`config.mk`:
```
export PLATFORM = sky130hd
export DESIGN_NAME = jt900h_core
export DESIGN_NICKNAME = d
export VERILOG_FILES = /design/src/hdl/jt900h_pkg.sv /design/src/hdl/jt900h_exec_if.sv /design/src/hdl/jt900h_fetch.sv /design/src/hdl/jt900h_ctrl.sv /design/src/hdl/jt900h_alu.sv /design/src/hdl/jt900h_reg_lane.sv /design/src/hdl/jt900h_regs.sv /design/src/hdl/jt900h_core.sv
export SDC_FILE = /design/constraint.sdc
export NUM_CORES = 1
export LEC_CHECK = 0
export BUFFER_PORTS_ARGS = -buffer_cell sky130_fd_sc_hd__clkbuf_2
export CAP_MARGIN = 20
export CELL_PAD_IN_SITES_DETAIL_PLACEMENT = 2
export CELL_PAD_IN_SITES_GLOBAL_PLACEMENT = 2
export CORE_MARGIN = 2
export CORE_UTILIZATION = 40
export CTS_CLUSTER_DIAMETER = 80
export DETAILED_ROUTE_END_ITERATION = 10
export PLACE_DENSITY_LB_ADDON = 0.1
export SYNTH_ARGS = -nofsm -noshare
export SYNTH_HDL_FRONTEND = slang
export SYNTH_SLANG_ARGS = --single-unit
```
`constraint.sdc`:
```
create_clock -name clk -period 13.9 [get_ports clk]
set_clock_uncertainty 0.15 [all_clocks]
set_input_delay 0.695 -clock clk [delete_from_list [all_inputs] [get_ports clk]]
set_output_delay 0.695 -clock clk [all_outputs]
set_load 0.05 [all_outputs]
```
`src/hdl/jt900h_pkg.sv`:
```
// Shared types and constants for the TLCS-900H style core slice.
// Every design file that needs a width type, an ALU code or a size
// imports this package.

package jt900h_pkg;

    typedef logic [31:0] word_t;      // data word, opcode window, register data
    typedef logic [23:0] addr_t;      // program byte address
    typedef logic [ 7:0] reg_addr_t;  // full register address, E0..FF used
    typedef logic [ 2:0] width_t;     // one-hot byte/word/long, zero = no write
    typedef logic [ 5:0] alu_op_t;

    localparam alu_op_t ALU_NOP  = 6'd0;
    localparam alu_op_t ALU_MOVE = 6'd1;
    localparam alu_op_t ALU_ADD  = 6'd2;

    // controller phases
    typedef enum logic [1:0] {
        FETCH,
        EXEC,      // second byte of the two-register prefix forms
        FILL_IMM,  // upper bytes of a wide immediate
        ILLEGAL    // stuck here until reset
    } phase_t;

    localparam int NUM_LANES = 4;  // byte lanes per long register
    localparam int NUM_REGS  = 8;  // long registers
    localparam int WIN_BYTES = 8;  // opcode window depth

endpackage

```
`src/hdl/jt900h_exec_if.sv`:
```
// Execution command bundle from the instruction controller.
// The controller drives all of it; the ALU and the register file each
// see only the part they act on.

`timescale 1ns/1ps

interface jt900h_exec_if;
    import jt900h_pkg::*;

    width_t    regs_we;   // write width strobe
    reg_addr_t regs_dst;
    reg_addr_t regs_src;
    alu_op_t   alu_op;
    word_t     alu_imm;
    logic      alu_smux;  // 1 = immediate operand
    logic      alu_wait;  // hold the write, immediate still filling

    modport ctrl (
        output regs_we, regs_dst, regs_src, alu_op, alu_imm, alu_smux, alu_wait
    );
    modport alu (
        input alu_op, alu_imm, alu_smux, regs_we
    );
    modport regs (
        input regs_we, regs_dst, regs_src, alu_wait
    );

endinterface

```
`src/hdl/jt900h_fetch.sv`:
```
// Opcode fetch unit.
// Reads 32-bit words from a synchronous program memory and keeps an
// 8-byte window of the instruction stream. op shows the four oldest
// bytes, first byte in op[7:0]. The controller reports how many bytes
// it used through fetched; those drop out at the next enabled edge.

`timescale 1ns/1ps

module jt900h_fetch(
    input  logic              clk,
    input  logic              rst,
    input  logic              cen,
    input  jt900h_pkg::word_t rom_data,
    input  logic [1:0]        fetched,
    output jt900h_pkg::addr_t rom_addr,
    output jt900h_pkg::word_t op,
    output logic              op_ok
);
    import jt900h_pkg::*;

    logic [8*WIN_BYTES-1:0] win, nx_win;
    logic [3:0]             cnt, nx_cnt;  // valid bytes, 0..8
    logic [3:0]             used;         // bytes consumed this cycle
    logic [3:0]             left;         // bytes kept after consumption
    logic                   data_ok;      // rom_data belongs to rom_addr
    logic                   take;

    assign op    = win[31:0];
    assign op_ok = cnt >= 4'd4;

    always_comb begin
        used   = op_ok ? {2'b00, fetched} : 4'd0;
        left   = cnt - used;
        take   = data_ok && left <= 4'd4;  // room for a whole word
        nx_win = win >> {used, 3'b000};
        if (take) begin
            // new word lands right behind the kept bytes
            for (int k = 0; k < 4; k++) begin
                nx_win[8*(int'(left)+k) +: 8] = rom_data[8*k +: 8];
            end
        end
        nx_cnt = take ? left + 4'd4 : left;
    end

    always_ff @(posedge clk, posedge rst) begin
        if (rst) begin
            cnt      <= 4'd0;
            data_ok  <= 1'b0;
            rom_addr <= '0;
        end else if (cen) begin
            cnt     <= nx_cnt;
            data_ok <= !take;  // one cycle of memory latency after a new address
            if (take) begin
                rom_addr <= rom_addr + 24'd4;
            end
        end
    end

    // window bytes past cnt are don't care
    always_ff @(posedge clk) begin
        if (cen) begin
            win <= nx_win;
        end
    end

endmodule

```
`src/hdl/jt900h_ctrl.sv`:
```
// Instruction control unit.
// Decodes the opcode window from the fetch unit and issues registered
// ALU and register-file commands, one cycle long each. It tells the
// fetch unit how many bytes it used. Supports NOP, LD R,# and the
// two-register prefix forms; anything else ends in the ILLEGAL phase.

`timescale 1ns/1ps

module jt900h_ctrl(
    input  logic              clk,
    input  logic              rst,
    input  logic              cen,
    input  jt900h_pkg::word_t op,
    input  logic              op_ok,
    output logic [1:0]        fetched,  // bytes consumed this cycle
    output logic              illegal,
    jt900h_exec_if.ctrl       exec
);
    import jt900h_pkg::*;

    phase_t    op_phase, nx_phase;
    logic [1:0] op_zz, nx_op_zz;     // operand size, 0 byte 1 word 2 long
    logic      ram_wait, nx_ram_wait;
    width_t    nx_regs_we;
    reg_addr_t nx_src, nx_dst;
    alu_op_t   nx_alu_op;
    word_t     nx_alu_imm;
    logic      nx_alu_smux, nx_alu_wait;

    function automatic width_t expand_zz(input logic [1:0] zz);
        return zz == 2'd0 ? 3'b001 : zz == 2'd1 ? 3'b010 : 3'b100;
    endfunction

    // short 3-bit register code to full address
    function automatic reg_addr_t expand_reg(input logic [2:0] short_reg,
                                             input logic [1:0] zz);
        if (zz == 2'd0)
            return {4'he, short_reg[2:1], 1'b0, ~short_reg[0]};
        else
            return {3'b111, short_reg[2], short_reg[1:0], 2'd0};
    endfunction

    assign illegal = op_phase == ILLEGAL;

    always_comb begin
        fetched     = 2'd0;
        nx_phase    = op_phase;
        nx_op_zz    = op_zz;
        nx_src      = exec.regs_src;
        nx_dst      = exec.regs_dst;
        nx_alu_op   = exec.alu_op;
        nx_alu_imm  = exec.alu_imm;
        nx_alu_smux = exec.alu_smux;
        nx_alu_wait = 1'b0;
        nx_regs_we  = '0;  // write strobe lasts one cycle
        if (op_ok && !ram_wait) begin
            case (op_phase)
                FETCH: begin
                    casez (op[7:0])
                        8'h00: fetched = 2'd1;  // NOP
                        8'b1100_1???, 8'b1101_1???, 8'b1110_1???: begin
                            nx_op_zz = op[5:4];  // prefix, r part
                            nx_dst   = expand_reg(op[2:0], op[5:4]);
                            nx_phase = EXEC;
                            fetched  = 2'd1;
                        end
                        8'b0010_0???, 8'b0011_0???, 8'b0100_0???: begin  // LD R,#
                            nx_op_zz    = op[6:4] == 3'd2 ? 2'd0 :
                                          op[6:4] == 3'd3 ? 2'd1 : 2'd2;
                            nx_dst      = expand_reg(op[2:0], nx_op_zz);
                            nx_alu_imm  = {24'd0, op[15:8]};
                            nx_alu_op   = ALU_MOVE;
                            nx_alu_smux = 1'b1;
                            nx_regs_we  = expand_zz(nx_op_zz);
                            fetched     = 2'd2;
                            if (nx_op_zz != 2'd0) begin
                                nx_phase    = FILL_IMM;
                                nx_alu_wait = 1'b1;
                            end
                        end
                        default: nx_phase = ILLEGAL;
                    endcase
                end
                EXEC: begin
                    nx_phase    = FETCH;
                    nx_alu_smux = 1'b0;
                    nx_regs_we  = expand_zz(op_zz);
                    fetched     = 2'd1;
                    casez (op[7:0])
                        8'b1000_0???: begin  // ADD R,r
                            nx_src    = exec.regs_dst;
                            nx_dst    = expand_reg(op[2:0], op_zz);
                            nx_alu_op = ALU_ADD;
                        end
                        8'b1000_1???: begin  // LD R,r
                            nx_src    = exec.regs_dst;
                            nx_dst    = expand_reg(op[2:0], op_zz);
                            nx_alu_op = ALU_MOVE;
                        end
                        8'b1001_1???: begin  // LD r,R
                            nx_src    = expand_reg(op[2:0], op_zz);
                            nx_alu_op = ALU_MOVE;
                        end
                        8'b1010_1???: begin  // LD r,#3
                            nx_alu_imm  = {29'd0, op[2:0]};
                            nx_alu_op   = ALU_MOVE;
                            nx_alu_smux = 1'b1;
                        end
                        8'h03: begin  // LD r,#
                            nx_alu_op   = ALU_MOVE;
                            nx_alu_smux = 1'b1;
                            fetched     = 2'd2;
                            nx_alu_imm  = {24'd0, op[15:8]};
                            if (op_zz != 2'd0) begin
                                nx_alu_wait = 1'b1;
                                nx_phase    = FILL_IMM;
                            end
                        end
                        default: begin
                            nx_phase   = ILLEGAL;
                            nx_regs_we = '0;
                            fetched    = 2'd0;
                        end
                    endcase
                end
                FILL_IMM: begin
                    nx_phase   = FETCH;
                    nx_regs_we = expand_zz(op_zz);  // the held write goes out now
                    if (op_zz == 2'd1) begin
                        nx_alu_imm[31:8] = {16'd0, op[7:0]};
                        fetched = 2'd1;
                    end else begin
                        nx_alu_imm[31:8] = op[23:0];
                        fetched = 2'd3;
                    end
                end
                default: nx_phase = ILLEGAL;
            endcase
        end
        nx_ram_wait = fetched != 2'd0;  // let the window settle
    end

    always_ff @(posedge clk, posedge rst) begin
        if (rst) begin
            op_phase      <= FETCH;
            op_zz         <= 2'd0;
            ram_wait      <= 1'b0;
            exec.regs_we  <= '0;
            exec.regs_src <= '0;
            exec.regs_dst <= '0;
            exec.alu_op   <= ALU_NOP;
            exec.alu_imm  <= '0;
            exec.alu_smux <= 1'b0;
            exec.alu_wait <= 1'b0;
        end else if (cen) begin
            op_phase      <= nx_phase;
            op_zz         <= nx_op_zz;
            ram_wait      <= nx_ram_wait;
            exec.regs_we  <= nx_regs_we;
            exec.regs_src <= nx_src;
            exec.regs_dst <= nx_dst;
            exec.alu_op   <= nx_alu_op;
            exec.alu_imm  <= nx_alu_imm;
            exec.alu_smux <= nx_alu_smux;
            exec.alu_wait <= nx_alu_wait;
        end
    end

endmodule

```
`src/hdl/jt900h_alu.sv`:
```
// ALU for the core slice: move and add at byte, word or long width.
// The result is truncated to the write width; carry and zero are
// updated only by an ADD that writes back.

`timescale 1ns/1ps

module jt900h_alu(
    input  logic              clk,
    input  logic              rst,
    input  logic              cen,
    input  jt900h_pkg::word_t src_data,
    input  jt900h_pkg::word_t dst_data,
    output jt900h_pkg::word_t result,
    output logic              flag_c,
    output logic              flag_z,
    jt900h_exec_if.alu        exec
);
    import jt900h_pkg::*;

    word_t       mask;
    logic [32:0] sum;
    logic        carry;

    always_comb begin
        case (exec.regs_we)
            3'b001:  mask = 32'h0000_00ff;
            3'b010:  mask = 32'h0000_ffff;
            default: mask = 32'hffff_ffff;
        endcase
        sum = {1'b0, dst_data & mask} + {1'b0, src_data & mask};
        case (exec.regs_we)
            3'b001:  carry = sum[8];
            3'b010:  carry = sum[16];
            default: carry = sum[32];
        endcase
        case (exec.alu_op)
            ALU_MOVE: result = (exec.alu_smux ? exec.alu_imm : src_data) & mask;
            ALU_ADD:  result = sum[31:0] & mask;
            default:  result = '0;
        endcase
    end

    always_ff @(posedge clk, posedge rst) begin
        if (rst) begin
            flag_c <= 1'b0;
            flag_z <= 1'b0;
        end else if (cen && exec.alu_op == ALU_ADD && exec.regs_we != '0) begin
            flag_c <= carry;
            flag_z <= result == '0;
        end
    end

endmodule

```
`src/hdl/jt900h_reg_lane.sv`:
```
// One byte lane of the register file.
// Holds this lane's byte of all eight long registers, with one write
// port and separate source and destination read ports.

`timescale 1ns/1ps

module jt900h_reg_lane(
    input  logic       clk,
    input  logic       rst,
    input  logic       lane_we,
    input  logic [2:0] wr_reg,
    input  logic [7:0] wr_byte,
    input  logic [2:0] rd_src,
    input  logic [2:0] rd_dst,
    output logic [7:0] src_byte,
    output logic [7:0] dst_byte
);
    import jt900h_pkg::*;

    logic [7:0] mem [NUM_REGS];

    assign src_byte = mem[rd_src];
    assign dst_byte = mem[rd_dst];

    always_ff @(posedge clk, posedge rst) begin
        if (rst) begin
            for (int i = 0; i < NUM_REGS; i++) begin
                mem[i] <= 8'd0;
            end
        end else if (lane_we) begin
            mem[wr_reg] <= wr_byte;  // cen already folded into lane_we
        end
    end

endmodule

```
`src/hdl/jt900h_regs.sv`:
```
// Register file built from four byte lanes.
// Aligns the ALU result to the destination byte offset, enables the
// lanes covered by the write width, and assembles the source and
// destination read words shifted down to their byte offsets.
// The wb_* ports expose the write as it happens.

`timescale 1ns/1ps

module jt900h_regs(
    input  logic                  clk,
    input  logic                  rst,
    input  logic                  cen,
    input  jt900h_pkg::word_t     result,
    output jt900h_pkg::word_t     src_data,
    output jt900h_pkg::word_t     dst_data,
    output jt900h_pkg::width_t    wb_we,
    output jt900h_pkg::reg_addr_t wb_reg,
    output jt900h_pkg::word_t     wb_data,
    jt900h_exec_if.regs           exec
);
    import jt900h_pkg::*;

    width_t               wr_we;
    logic [1:0]           wr_off;
    logic [1:0]           wr_off_hi;  // second lane of a word write
    word_t                wr_aligned;
    logic [NUM_LANES-1:0] lane_we;
    word_t                src_full, dst_full;

    assign wr_we      = (cen && !exec.alu_wait) ? exec.regs_we : '0;
    assign wr_off     = exec.regs_dst[1:0];
    assign wr_off_hi  = wr_off + 2'd1;
    assign wr_aligned = result << {wr_off, 3'b000};

    always_comb begin
        lane_we = '0;
        case (wr_we)
            3'b001: lane_we[wr_off] = 1'b1;
            3'b010: begin
                lane_we[wr_off]    = 1'b1;
                lane_we[wr_off_hi] = 1'b1;
            end
            3'b100: lane_we = '1;
            default:;
        endcase
    end

    genvar i;
    generate
        for (i = 0; i < NUM_LANES; i++) begin : g_lane
            jt900h_reg_lane lane_i(
                .clk      (clk),
                .rst      (rst),
                .lane_we  (lane_we[i]),
                .wr_reg   (exec.regs_dst[4:2]),
                .wr_byte  (wr_aligned[8*i +: 8]),
                .rd_src   (exec.regs_src[4:2]),
                .rd_dst   (exec.regs_dst[4:2]),
                .src_byte (src_full[8*i +: 8]),
                .dst_byte (dst_full[8*i +: 8])
            );
        end
    endgenerate

    assign src_data = src_full >> {exec.regs_src[1:0], 3'b000};
    assign dst_data = dst_full >> {exec.regs_dst[1:0], 3'b000};

    // write trace
    assign wb_we   = wr_we;
    assign wb_reg  = exec.regs_dst;
    assign wb_data = result;

endmodule

```
`src/hdl/jt900h_core.sv`:
```
// Top level of the core slice.
// Connects the opcode fetch unit, the instruction controller, the ALU
// and the register file. The register write-back and the flags are
// brought out for observation.

`timescale 1ns/1ps

module jt900h_core(
    input  logic                  clk,
    input  logic                  rst,
    input  logic                  cen,
    input  jt900h_pkg::word_t     rom_data,
    output jt900h_pkg::addr_t     rom_addr,
    output jt900h_pkg::width_t    wb_we,
    output jt900h_pkg::reg_addr_t wb_reg,
    output jt900h_pkg::word_t     wb_data,
    output logic                  flag_c,
    output logic                  flag_z,
    output logic                  illegal
);
    import jt900h_pkg::*;

    word_t      op;
    logic       op_ok;
    logic [1:0] fetched;
    word_t      src_data, dst_data, result;

    jt900h_exec_if exec_bus();

    jt900h_fetch fetch_i(
        .clk      (clk),
        .rst      (rst),
        .cen      (cen),
        .rom_data (rom_data),
        .fetched  (fetched),
        .rom_addr (rom_addr),
        .op       (op),
        .op_ok    (op_ok)
    );

    jt900h_ctrl ctrl_i(
        .clk      (clk),
        .rst      (rst),
        .cen      (cen),
        .op       (op),
        .op_ok    (op_ok),
        .fetched  (fetched),
        .illegal  (illegal),
        .exec     (exec_bus)
    );

    jt900h_alu alu_i(
        .clk      (clk),
        .rst      (rst),
        .cen      (cen),
        .src_data (src_data),
        .dst_data (dst_data),
        .result   (result),
        .flag_c   (flag_c),
        .flag_z   (flag_z),
        .exec     (exec_bus)
    );

    jt900h_regs regs_i(
        .clk      (clk),
        .rst      (rst),
        .cen      (cen),
        .result   (result),
        .src_data (src_data),
        .dst_data (dst_data),
        .wb_we    (wb_we),
        .wb_reg   (wb_reg),
        .wb_data  (wb_data),
        .exec     (exec_bus)
    );

endmodule

```
# Word level (Yosys, flattened, before mapping)
# Cells that the tools add are included.
dict set report classes {
  addsub 12
  magnitude_cmp 9
  n_eq_ne 32
  n_shift 12
  n_mux 92
  bitwise_logic 8
  reduce_logical 42
}
# op count
set op_table {}
lappend op_table {{bitwise mux 64 bit} 8}
lappend op_table {{variable shift 8 x 33 -> 64 bit, first input constant} 4}
lappend op_table {{indexed part select 8 x 33 -> 64 bit} 4}
lappend op_table {{binary-select mux 8 bit (select 3 bit)} 8}
lappend op_table {{one-hot mux 32 bit (2 select lines)} 3}
lappend op_table {{two-way mux 8 bit} 18}
lappend op_table {{bitwise AND 32 bit} 4}
lappend op_table {{negation 32 -> 33 bit} 3}
lappend op_table {{one-hot mux 24 bit (3 select lines)} 1}
lappend op_table {{two-way mux 32 bit} 2}
lappend op_table {{two-way mux 64 bit} 1}
lappend op_table {{right shift 32 x 5 -> 32 bit} 2}
lappend op_table {{right shift 64 x 7 -> 64 bit} 1}
lappend op_table {{one-hot mux 8 bit (2 select lines)} 3}
lappend op_table {{equality test 5 bit, second input constant} 7}
lappend op_table {{adder 32 x 32 -> 33 bit} 1}
lappend op_table {{negation 7 -> 33 bit} 1}
lappend op_table {{zero test 32 bit} 1}
lappend op_table {{left shift 32 x 5 -> 32 bit} 1}
lappend op_table {{adder 24 x 3 -> 24 bit, second input constant} 1}
lappend op_table {{demux 8 bit (select 3 bit)} 1}
lappend op_table {{two-way mux 24 bit} 1}
lappend op_table {{two-way mux 3 bit} 8}
lappend op_table {{one-hot mux 6 bit (2 select lines)} 2}
lappend op_table {{52 further kinds} 121}
dict set report totals {
  regBits 412
  output_inout_bits 70
  wordCells 256
}

# Longest topological paths before layout
# Gate-level depths: netlist (run 1).
dict set report logic_depth {
  depth_word 14
  depth_mapped 27
  mapped_depth_nobuf 21
}

# Modules after synthesis
# A second synthesis (run 1) with hierarchy kept.
dict set report hier_totals {
  hier_cells 3191
  hier_area_um2 32353.5
}
# module n_inst cells_per_inst area_each_um2
set by_module_without_submodules {}
lappend by_module_without_submodules {jt900h_reg_lane 4 202 3564.7}
lappend by_module_without_submodules {jt900h_fetch 1 1257 9711.8}
lappend by_module_without_submodules {jt900h_alu 1 505 3359.5}
lappend by_module_without_submodules {jt900h_ctrl 1 307 2944.1}
lappend by_module_without_submodules {jt900h_regs 1 314 2079.5}

# Worst setup path after synthesis (run 1)
# Ideal clock, no wire load.
dict set report synth_timing {
  path_kind {register -> register}
  from {register fetch_i.win[5]}
  to {register fetch_i.win[36], data pin}
  setup_ns 0.261
  arrival_time_ns 6.137
  required_ns 13.489
  path_slack_ns 7.352
  path_stages_with_launch 24
  path_cell_list {edfxtp_1 > clkbuf_1 > nor4_1 > nand3_1 > a221o_1 > clkbuf_1 > inv_1 > clkbuf_1 > ha_1 > inv_1 > fa_1 > xnor2_1 > clkinv_1 > ha_1 > and2_0 > clkbuf_1 > ha_1 > and2_1 > nand4b_1 > a21oi_1 > mux2_2 > nand2_1 > o21ai_0 > a221o_1}
}
dict set report synth_between {
  elab_chain_len 14
  word_cells_on_any_way 44
  cone_classes {add/sub (8); order compare (1); eq/ne (11); shift (9); mux (10); reduce/logical (5)}
}
# element line_no
set synth_lines {}
lappend synth_lines {{from (decl)} jt900h_fetch.sv:21} ;# logic [8*WIN_BYTES-1:0] win, nx_win;
lappend synth_lines {{from (signal assigned)} jt900h_fetch.sv:62} ;# win <= nx_win;
lappend synth_lines {{equality test 5 bit (tied with other cells)} jt900h_ctrl.sv:89} ;# casez (op[7:0])
lappend synth_lines {{OR reduction 4 bit (no line) / OR reduction 3 bit (equally long branches)} n/a}
lappend synth_lines {{one-hot mux 2 bit (2 select lines) (on tied branches)} {jt900h_ctrl.sv:89, jt900h_ctrl.sv:59}}
lappend synth_lines {{one-hot mux 2 bit (3 select lines) (*)} jt900h_ctrl.sv:57} ;# case (op_phase)
lappend synth_lines {{two-way mux 2 bit (*)} jt900h_ctrl.sv:56} ;# if (op_ok && !ram_wait) begin
lappend synth_lines {{two-way mux 2 bit (*)} jt900h_fetch.sv:32} ;# used = op_ok ? {2'b00, fetched} : 4'd0;
lappend synth_lines {{subtractor 4 bit} jt900h_fetch.sv:33} ;# left = cnt - used;
lappend synth_lines {{adder 4 x 1 -> 5 bit / negation 7 -> 33 bit (equally long branches)} jt900h_fetch.sv:39} ;# nx_win[8*(int'(left)+k) +: 8] = rom_data[8*k +: 8];
lappend synth_lines {{negation 32 -> 33 bit (tied with other cells)} jt900h_fetch.sv:39}
lappend synth_lines {{indexed part select 8 x 33 -> 64 bit (tied with other cells)} jt900h_fetch.sv:39}
lappend synth_lines {{bitwise mux 64 bit (3 in a row)} jt900h_fetch.sv:39}
lappend synth_lines {{two-way mux 64 bit (*)} jt900h_fetch.sv:36} ;# if (take) begin
lappend synth_lines {{named net fetch_i.nx_win[36]} jt900h_fetch.sv:21}
# Mark *: on every way through the listed nets, which the timed path passes. The rest lies on a longest branch.
# A chain may end at the register's enable or synchronous reset.

# Worst setup path after layout (run 1)
dict set report layout_timing {
  from {register ctrl_i.exec.regs_src[3]}
  to {output port wb_data[30]}
}
dict set report layout_between {
  elab_chain_len 9
  word_cells_on_any_way 20
  cone_classes {add/sub (1); shift (1); mux (14); bitwise (4)}
}
# element line_no
set layout_lines {}
lappend layout_lines {{from (decl)} jt900h_exec_if.sv:19} ;# output regs_we, regs_dst, regs_src, alu_op, alu_imm, alu_smux, alu_wait
lappend layout_lines {{from (signal assigned)} jt900h_ctrl.sv:160} ;# exec.regs_src <= nx_src;
lappend layout_lines {{NOT 3 -> 4 bit (implied by the code) (*)} jt900h_reg_lane.sv:22} ;# assign src_byte = mem[rd_src];
lappend layout_lines {{binary-select mux 8 bit (select 3 bit)} jt900h_reg_lane.sv:22}
lappend layout_lines {{two-way mux 8 bit (implied by the code) (2 in a row)} jt900h_reg_lane.sv:22}
lappend layout_lines {{right shift 32 x 5 -> 32 bit (*)} jt900h_regs.sv:65} ;# assign src_data = src_full >> {exec.regs_src[1:0], 3'b000};
lappend layout_lines {{bitwise AND 32 bit} jt900h_alu.sv:30} ;# sum = {1'b0, dst_data & mask} + {1'b0, src_data & mask};
lappend layout_lines {{adder 32 x 32 -> 33 bit} jt900h_alu.sv:30}
lappend layout_lines {{bitwise AND 32 bit} jt900h_alu.sv:38} ;# ALU_ADD: result = sum[31:0] & mask;
lappend layout_lines {{one-hot mux 32 bit (2 select lines) (*)} jt900h_alu.sv:36} ;# case (exec.alu_op)
lappend layout_lines {{to (decl)} jt900h_core.sv:16} ;# output jt900h_pkg::word_t wb_data,
# Mark *: on every way between the ends. The rest lies on a longest branch, timed or not. The select of a mux whose other input is x is not followed.

==> results.txt, run 1 <==
pin count of the biggest net entering global routing - 109
r2r endpoint - fetch_i.win[56]
commonest non-fill, non-tap cell in the layout - nand2_1
CP max stage delay - 0.73 ns
share of flip-flops with an asynchronous set or reset - 84.1%
WS Path Type - reg2out
Top Ports - 105
Iter 0 DRT Violations - 2274
Worst slew margin - 15.0%
Die H - 267 µm
Total GRT Usage - 35.0%
post-synth top area cell - dfrtp_1
Via density - 6.68
initial antenna violation count - 3
worst vdd ir - 269 µV
data required time of the worst path - 13.06 ns
Net count, final - 3145
Critical Path Fanout Max - 48
synth top area cells - dfrtp_1 (31%), edfxtp_1 (6.9%), nand2_1 (6.8%)
Synth Warn # - 0
Clock Sinks - 402
postcts setup bufs - 0
port bufs - 101
cts hold-fix bufs - 0
switching part of the total - 54.3%
Routability Congestion - 0.930
Comb pwr share - 63.9%
critical-path cell list - buf_4 -> mux4_2 -> mux4_2 -> ha_1 -> fa_1 -> a211oi_1 -> o211ai_1 -> nand2_1 -> o21ai_0 -> buf_4 -> a2111oi_0 -> o21ai_0 -> a21oi_1 -> xor2_1 -> o21ai_0 -> clkbuf_2
pins over their slew limit - 0
sequential area share after synthesis - 37.5%
area grow syn2layout - 10.1%
Pint - 0.00424 W
crit-path most repeated cell - o21ai_0
DRT antenna net count - 0
CP max-delay cell - buf_4
reg2reg start - fetch_i.win[4]
Vias - 26900
Netlist cell types - 97
net switching power - 0.00503 W
first-pass GRT wire length - 189 mm
Power Dens Cells - 304 nW/µm²
outcome - complete, no violations
Tmin final - 7.97 ns
Initial Util - 40.4%
Post-synth EDFFs - 64
r2r worst-path depth - 18
CTS tree - done
Cell Area, Synth - 27700 µm²
Total Power - 0.00927 W
Tightest Hold Check Type - in2async
area occupied by multi-input gates - 16100 µm²
Worst Setup Start Kind - register
Avg Cell Area, Syn - 8.98 µm²
Clock Tree Root - clkbuf_16
most frequent cells in the layout - nand2_1 (502), o21ai_0 (336), dfrtp_1 (334)
top achievable clock speed - 125 MHz
Top FF cell, synth - dfrtp_1
R2R Setup Slk - 5.93 ns
layout cells sized above 1 - 15.4%
n_diodes - 0
Final Cycle Share - 57.3%
Worst Max-Slew Pin Slew - 1.26 ns
Worst-Skew Late Latency - 0.63 ns
Core Area - 68600 µm²
Setup TNS - 0 ns
CTS H-tree lvls - 2
Post-Route WL - 126 mm
FF+latch count, synth - 402
die area - 71400 µm²
Flop pwr share - 20.9%
Clk pwr share - 15.2%
TritonCTS buffer count - 52
crit path DAT - 7.12 ns
post-synth top area share - 30.5%
Clock transition at path regs - 0.06 ns
post-synthesis cell count - 3088
Clock Path Buffers - 3
Residual DRC - 0
Leak Pwr - 12.8 nW
unrepaired setup endpoints after global routing - no
Routed WL per cell - 31.3 µm
Die Width - 267 µm
dpl hpwl - 90.1 mm
total gr overflow - 0
First-pass DRT Iterations - 6
Final Hold Viols - 0
num rows - 96
max cap viols - 0
number of global-route vias before repair - 28500
Setup crit end kind - output port
Reg area - 10400 µm²
Fillers - 7472
final setup vio count - 0
PostCTS Resize Cnt - 0
## metrics by stage
| step | hold WS (ns) | setup WS (ns) | cells | cell area (µm²) | utilization [%] |
|---|---|---|---|---|---|
| final | 0.0727 | 5.93 | 4027 | 30500 | 44.5 |
| after detailed placement | 0.325 | 6.16 | 3928 | 28800 | 41.9 |
| after global routing | 0.156 | 5.40 | 4027 | 30500 | 44.5 |
| after CTS | 0.109 | 5.95 | 4024 | 30500 | 44.5 |
| after floorplan | 0.291 | 3.69 | 3090 | 27700 | - |
| after global placement | 0.309 | 6.49 | 3928 | 28800 | 41.9 |
## layer usage
layer / track usage, % / part of all wire, % / vias to the layer above
li1: - / - / 11400
met1: 47.1 / 42 / 14100
met2: 56.2 / 47 / 1082
met3: 5.63 / 6.9 / 307
met4: 14.2 / 4.2 / 2
met5: 0 / 0.0071 / -
## cells in the mapped netlist (62+ instances only)
library cell and number:
a211oi_1 66, mux4_2 64, nand3_1 90, a21oi_1 160
mux2_2 129, a22oi_1 81, nor2_1 197, clkbuf_1 190
mux2i_1 104, o21ai_0 336, dfrtp_1 338, nor3_1 62
nand2_1 503, edfxtp_1 64
## how the worst max path moves through the flow
stage | startpoint | to | slack [ns]
2_1_floorplan | rst | alu_i.flag_c | 3.69
5_1_grt | fetch_i.win[4] | fetch_i.win[47] | 5.40
4_1_cts | ctrl_i.exec.regs_src[3] | wb_data[30] | 5.95
6_report | ctrl_i.exec.regs_src[3] | wb_data[30] | 5.93
3_5_place_dp | fetch_i.win[4] | fetch_i.win[48] | 6.16
3_3_place_gp | fetch_i.win[4] | fetch_i.win[50] | 6.49
## sequential cells by signal, indices dropped and copies added, names as in the netlist
register,count
alu_i.flag_c,1
alu_i.flag_z,1
ctrl_i.exec.alu_imm,32
ctrl_i.exec.alu_op,2
ctrl_i.exec.alu_smux,1
ctrl_i.exec.alu_wait,1
ctrl_i.exec.regs_dst,5
ctrl_i.exec.regs_src,4
ctrl_i.exec.regs_we,3
ctrl_i.op_phase,2
ctrl_i.op_zz,2
ctrl_i.ram_wait,1
fetch_i.cnt,4
fetch_i.data_ok,1
fetch_i.rom_addr,22
fetch_i.win,64
regs_i.g_lane.lane_i.mem,256
## worst max-delay path: cells and delay by family (launching register included)
kind            cells  cell delay (ns)
xor+xnor            1             0.14
simple gates        1             0.24
buf+inv             3             1.28
flops               1             0.66
mux                 2             1.22
fa+ha+maj           2             0.73
compound gates      7             2.16
## cell type report
class / count / share of cell area (%)
well taps: 931 / 3.82
repair buffers: 155 / 3.00
clock buffers: 74 / 4.90
clock inverters: 22 / 0.820
flip-flops and latches: 402 / 34.0
inverters: 49 / 0.627
multi-input cells: 2394 / 52.8
## power by group through the flow
stage	combinational, W	clock [W]	sequential [W]
global route	0.00631	0.00147	0.00197
CTS	0.00577	0.00143	0.00193
finish	0.00592	0.00141	0.00194
global placement	0.00551	0	0.00193
floorplan	0.00395	0	0.00177
detailed placement	0.00572	0	0.00195
## cell families after synthesis
kind of cell / share of synthesized area, %
compound gates: 22.1
xor+xnor: 1.65
fa+ha+maj: 2.58
buf+inv: 4.57
flops: 37.5
mux: 15.1
other cells: 0.0135
simple gates: 16.5
(Power assumes the default switching activity.)
==> run 2: changes to the inputs <==
ABC_AREA = 1   (was unset)
CORE_UTILIZATION = 35   (was 40)
clock period = 7.9 ns   (was 13.9 ns; I/O delays follow)
==> run 2 against run 1 <==
  * Count of clock-buffer cells in the layout increased by 6
  * Power decreased by 0.45%
  * Setup slack got worse by 5.1 ns
  * Synthesized area increased by 11%
  * Global-route usage increased by 2.0 points
  * Combinational power decreased by 32%
  * Design area increased by 11%
  * Utilization decreased by 5.3 points
  * Sequential power increased by 42%
==> results.txt, run 2 <==
outcome - complete, no violations
Routed WL per cell - 27.6 µm
Clock Sinks - 402
Netlist cell types - 56
max cap viols - 0
top flop regs - regs_i.g_lane.lane_i.mem (256), fetch_i.win (64), ctrl_i.exec.alu_imm (32)
share of flip-flops with an asynchronous set or reset - 84.1%
CP max-delay cell - a221oi_1
routing usage on met2 - 59.1%
pins over their slew limit - 0
critical-path cell list - nor2_1 -> nand2_1 -> buf_4 -> inv_1 -> a221oi_1 -> a32oi_1 -> ha_1 -> nand2_1 -> nor2_1 -> nand2_1 -> nand2_1 -> nand2_1 -> nand2_1 -> nand2_1 -> nand3_1 -> nand3_1 -> inv_1 -> clkbuf_2
Power Dens Cells - 271 nW/µm²
Routability Congestion - 0.997
sequential area share after synthesis - 33.9%
number of global-route vias before repair - 36900
Die H - 300 µm
Worst Setup Start Kind - register
worst vdd ir - 492 µV
Final Cycle Share - 89.2%
FF+latch count, synth - 402
Vias - 35200
Die Width - 300 µm
layout cells sized above 1 - 7.03%
total gr overflow - 0
crit-path most repeated cell - nand2_1
Worst-Skew Late Latency - 0.68 ns
Synth Warn # - 0
CP max stage delay - 0.96 ns
Total GRT Usage - 37.0%
Leak Pwr - 17.2 nW
Worst Max-Slew Pin Slew - 1.11 ns
Core Area - 86800 µm²
crit path DAT - 6.50 ns
data required time of the worst path - 7.36 ns
Post-synth EDFFs - 64
GRT busiest layer - met2
Cell Area, Synth - 30700 µm²
Clock Path Buffers - 3
Via density - 5.80
Synth top cells by count - nand2_1 (1632), inv_1 (646), nand3_1 (603), dfrtp_1 (338), o21ai_0 (293)
commonest non-fill, non-tap cell in the layout - nand2_1
Top FF cell, synth - dfrtp_1
post-synthesis cell count - 4856
Setup crit end kind - output port
most common cell in the synthesized netlist - nand2_1
Iter 0 DRT Violations - 2693
die area - 90000 µm²
Net count, final - 4959
GR met3 Demand/Resource - 4.74%
pin count of the biggest net entering global routing - 147
area grow syn2layout - 11.0%
max reg flops - 256
CTS H-tree lvls - 2
PostCTS Resize Cnt - 0
Avg Cell Area, Syn - 6.31 µm²
post-synth top area cell - dfrtp_1
WS Path Type - reg2out
Residual DRC - 0
TritonCTS buffer count - 53
most frequent cells in the layout - nand2_1 (1629), inv_1 (644), nand3_1 (602)
Tmin final - 7.05 ns
Clock transition at path regs - 0.06 ns
post-synth top area share - 27.6%
Initial Util - 35.3%
met1 GRT Util - 48.9%
Post-Route WL - 167 mm
Critical Path Fanout Max - 19
port bufs - 101
first-pass GRT wire length - 249 mm
Tightest Hold Check Type - in2reg
top achievable clock speed - 142 MHz
num rows - 108
Setup TNS - 0 ns
DRT antenna net count - 0
n_diodes - 0
Total Power - 0.00923 W
initial antenna violation count - 0
Top Ports - 105
First-pass DRT Iterations - 5
synth top area cells - dfrtp_1 (28%), nand2_1 (20%), nand3_1 (9.8%)
dpl hpwl - 127 mm
CTS tree - done
Clock Tree Root - clkbuf_16
Biggest register - regs_i.g_lane.lane_i.mem
final setup vio count - 0
unrepaired setup endpoints after global routing - no
Worst slew margin - 25.5%
Final Hold Viols - 0
==> run 2: cell count changes after synthesis, moves of 91 or more <==
cell	previous run	this run
mux2i_1	104	1
nand3_1	90	603
o21ai_1	6	97
inv_1	47	646
mux2_2	129	0
nand2_1	503	1632
==> run 2: per-layer routing <==
layer,vias to the layer above,part of all wire (%)
li1,15700,-
met1,17800,43
met2,1320,45
met3,329,6.4
met4,0,5.9
met5,-,0
==> run 2: report_power, final <==
part	switching [W]	internal [W]	total, W
combinational	0.00300	0.00105	0.00405
sequential	0.000300	0.00245	0.00275
clock	0.00106	0.00137	0.00243
total	0.00436	0.00486	0.00923
==> run 2: area by class of cell <==
cell class | count | area, µm²
multi-input combinational | 3561 | 16800
sequential | 402 | 10400
clock buffer | 80 | 1560
timing repair buffer | 171 | 1120
inverter | 679 | 2550
fill | 10900 | 52700
tap | 1155 | 1450
clock inverter | 17 | 149
==> run 2: repair_timing <==
action                                 4_1_cts  5_1_grt
setup endpoints to repair                    0        0
hold buffers                                 1        0
buffers inserted                             0        0
endpoints found under the hold margin       25        0
==> run 2: logic make-up (layout without fill, tap and decap cells) <==
logic type      after synthesis  count (layout)  synth area share (%)
other cells                   1               3                0.0122
compound gates              801             801                  14.8
simple gates               2672            2672                  36.7
flops                       402             402                  33.9
fa+ha+maj                    56              56                  2.33
xor+xnor                     28              28                 0.849
mux                           1               1                0.0327
buf+inv                     895             947                  11.5
==> run 2: worst paths after layout <==
kind,startpoint,to,slack [ns],depth (start not counted)
worst max-delay path,ctrl_i.exec.regs_dst[4],wb_data[15],0.85,18
worst min-delay path,rom_data[29],fetch_i.win[5],0.15,5
worst max register to register,fetch_i.cnt[2],fetch_i.win[10],1.22,24
worst min register to register,alu_i.flag_z,alu_i.flag_z,0.33,2
max in group asynchronous,rst,alu_i.flag_z,5.46,5
min in group asynchronous,rst,regs_i.g_lane[0].lane_i.mem[6],0.21,3
==> run 2: critical path: cells and delay by family (launching register included) <==
family | cells | cell delay (ns)
compound gates | 2 | 1.35
fa+ha+maj | 1 | 0.50
buf+inv | 4 | 1.31
flops | 1 | 0.56
simple gates | 11 | 2.09
==> run 2: per-stage QoR <==
step	std cells	setup slack [ns]	area (µm²)	hold slack [ns]	util, %
after floorplan	4858	2.84	30700	0.303	-
after global placement	5958	1.54	32200	0.310	37.1
after detailed placement	5961	1.39	32200	0.326	37.1
after CTS	6059	0.893	33900	0.122	39.1
after global routing	6065	0.719	34000	0.171	39.2
final	6065	0.855	34000	0.146	39.2
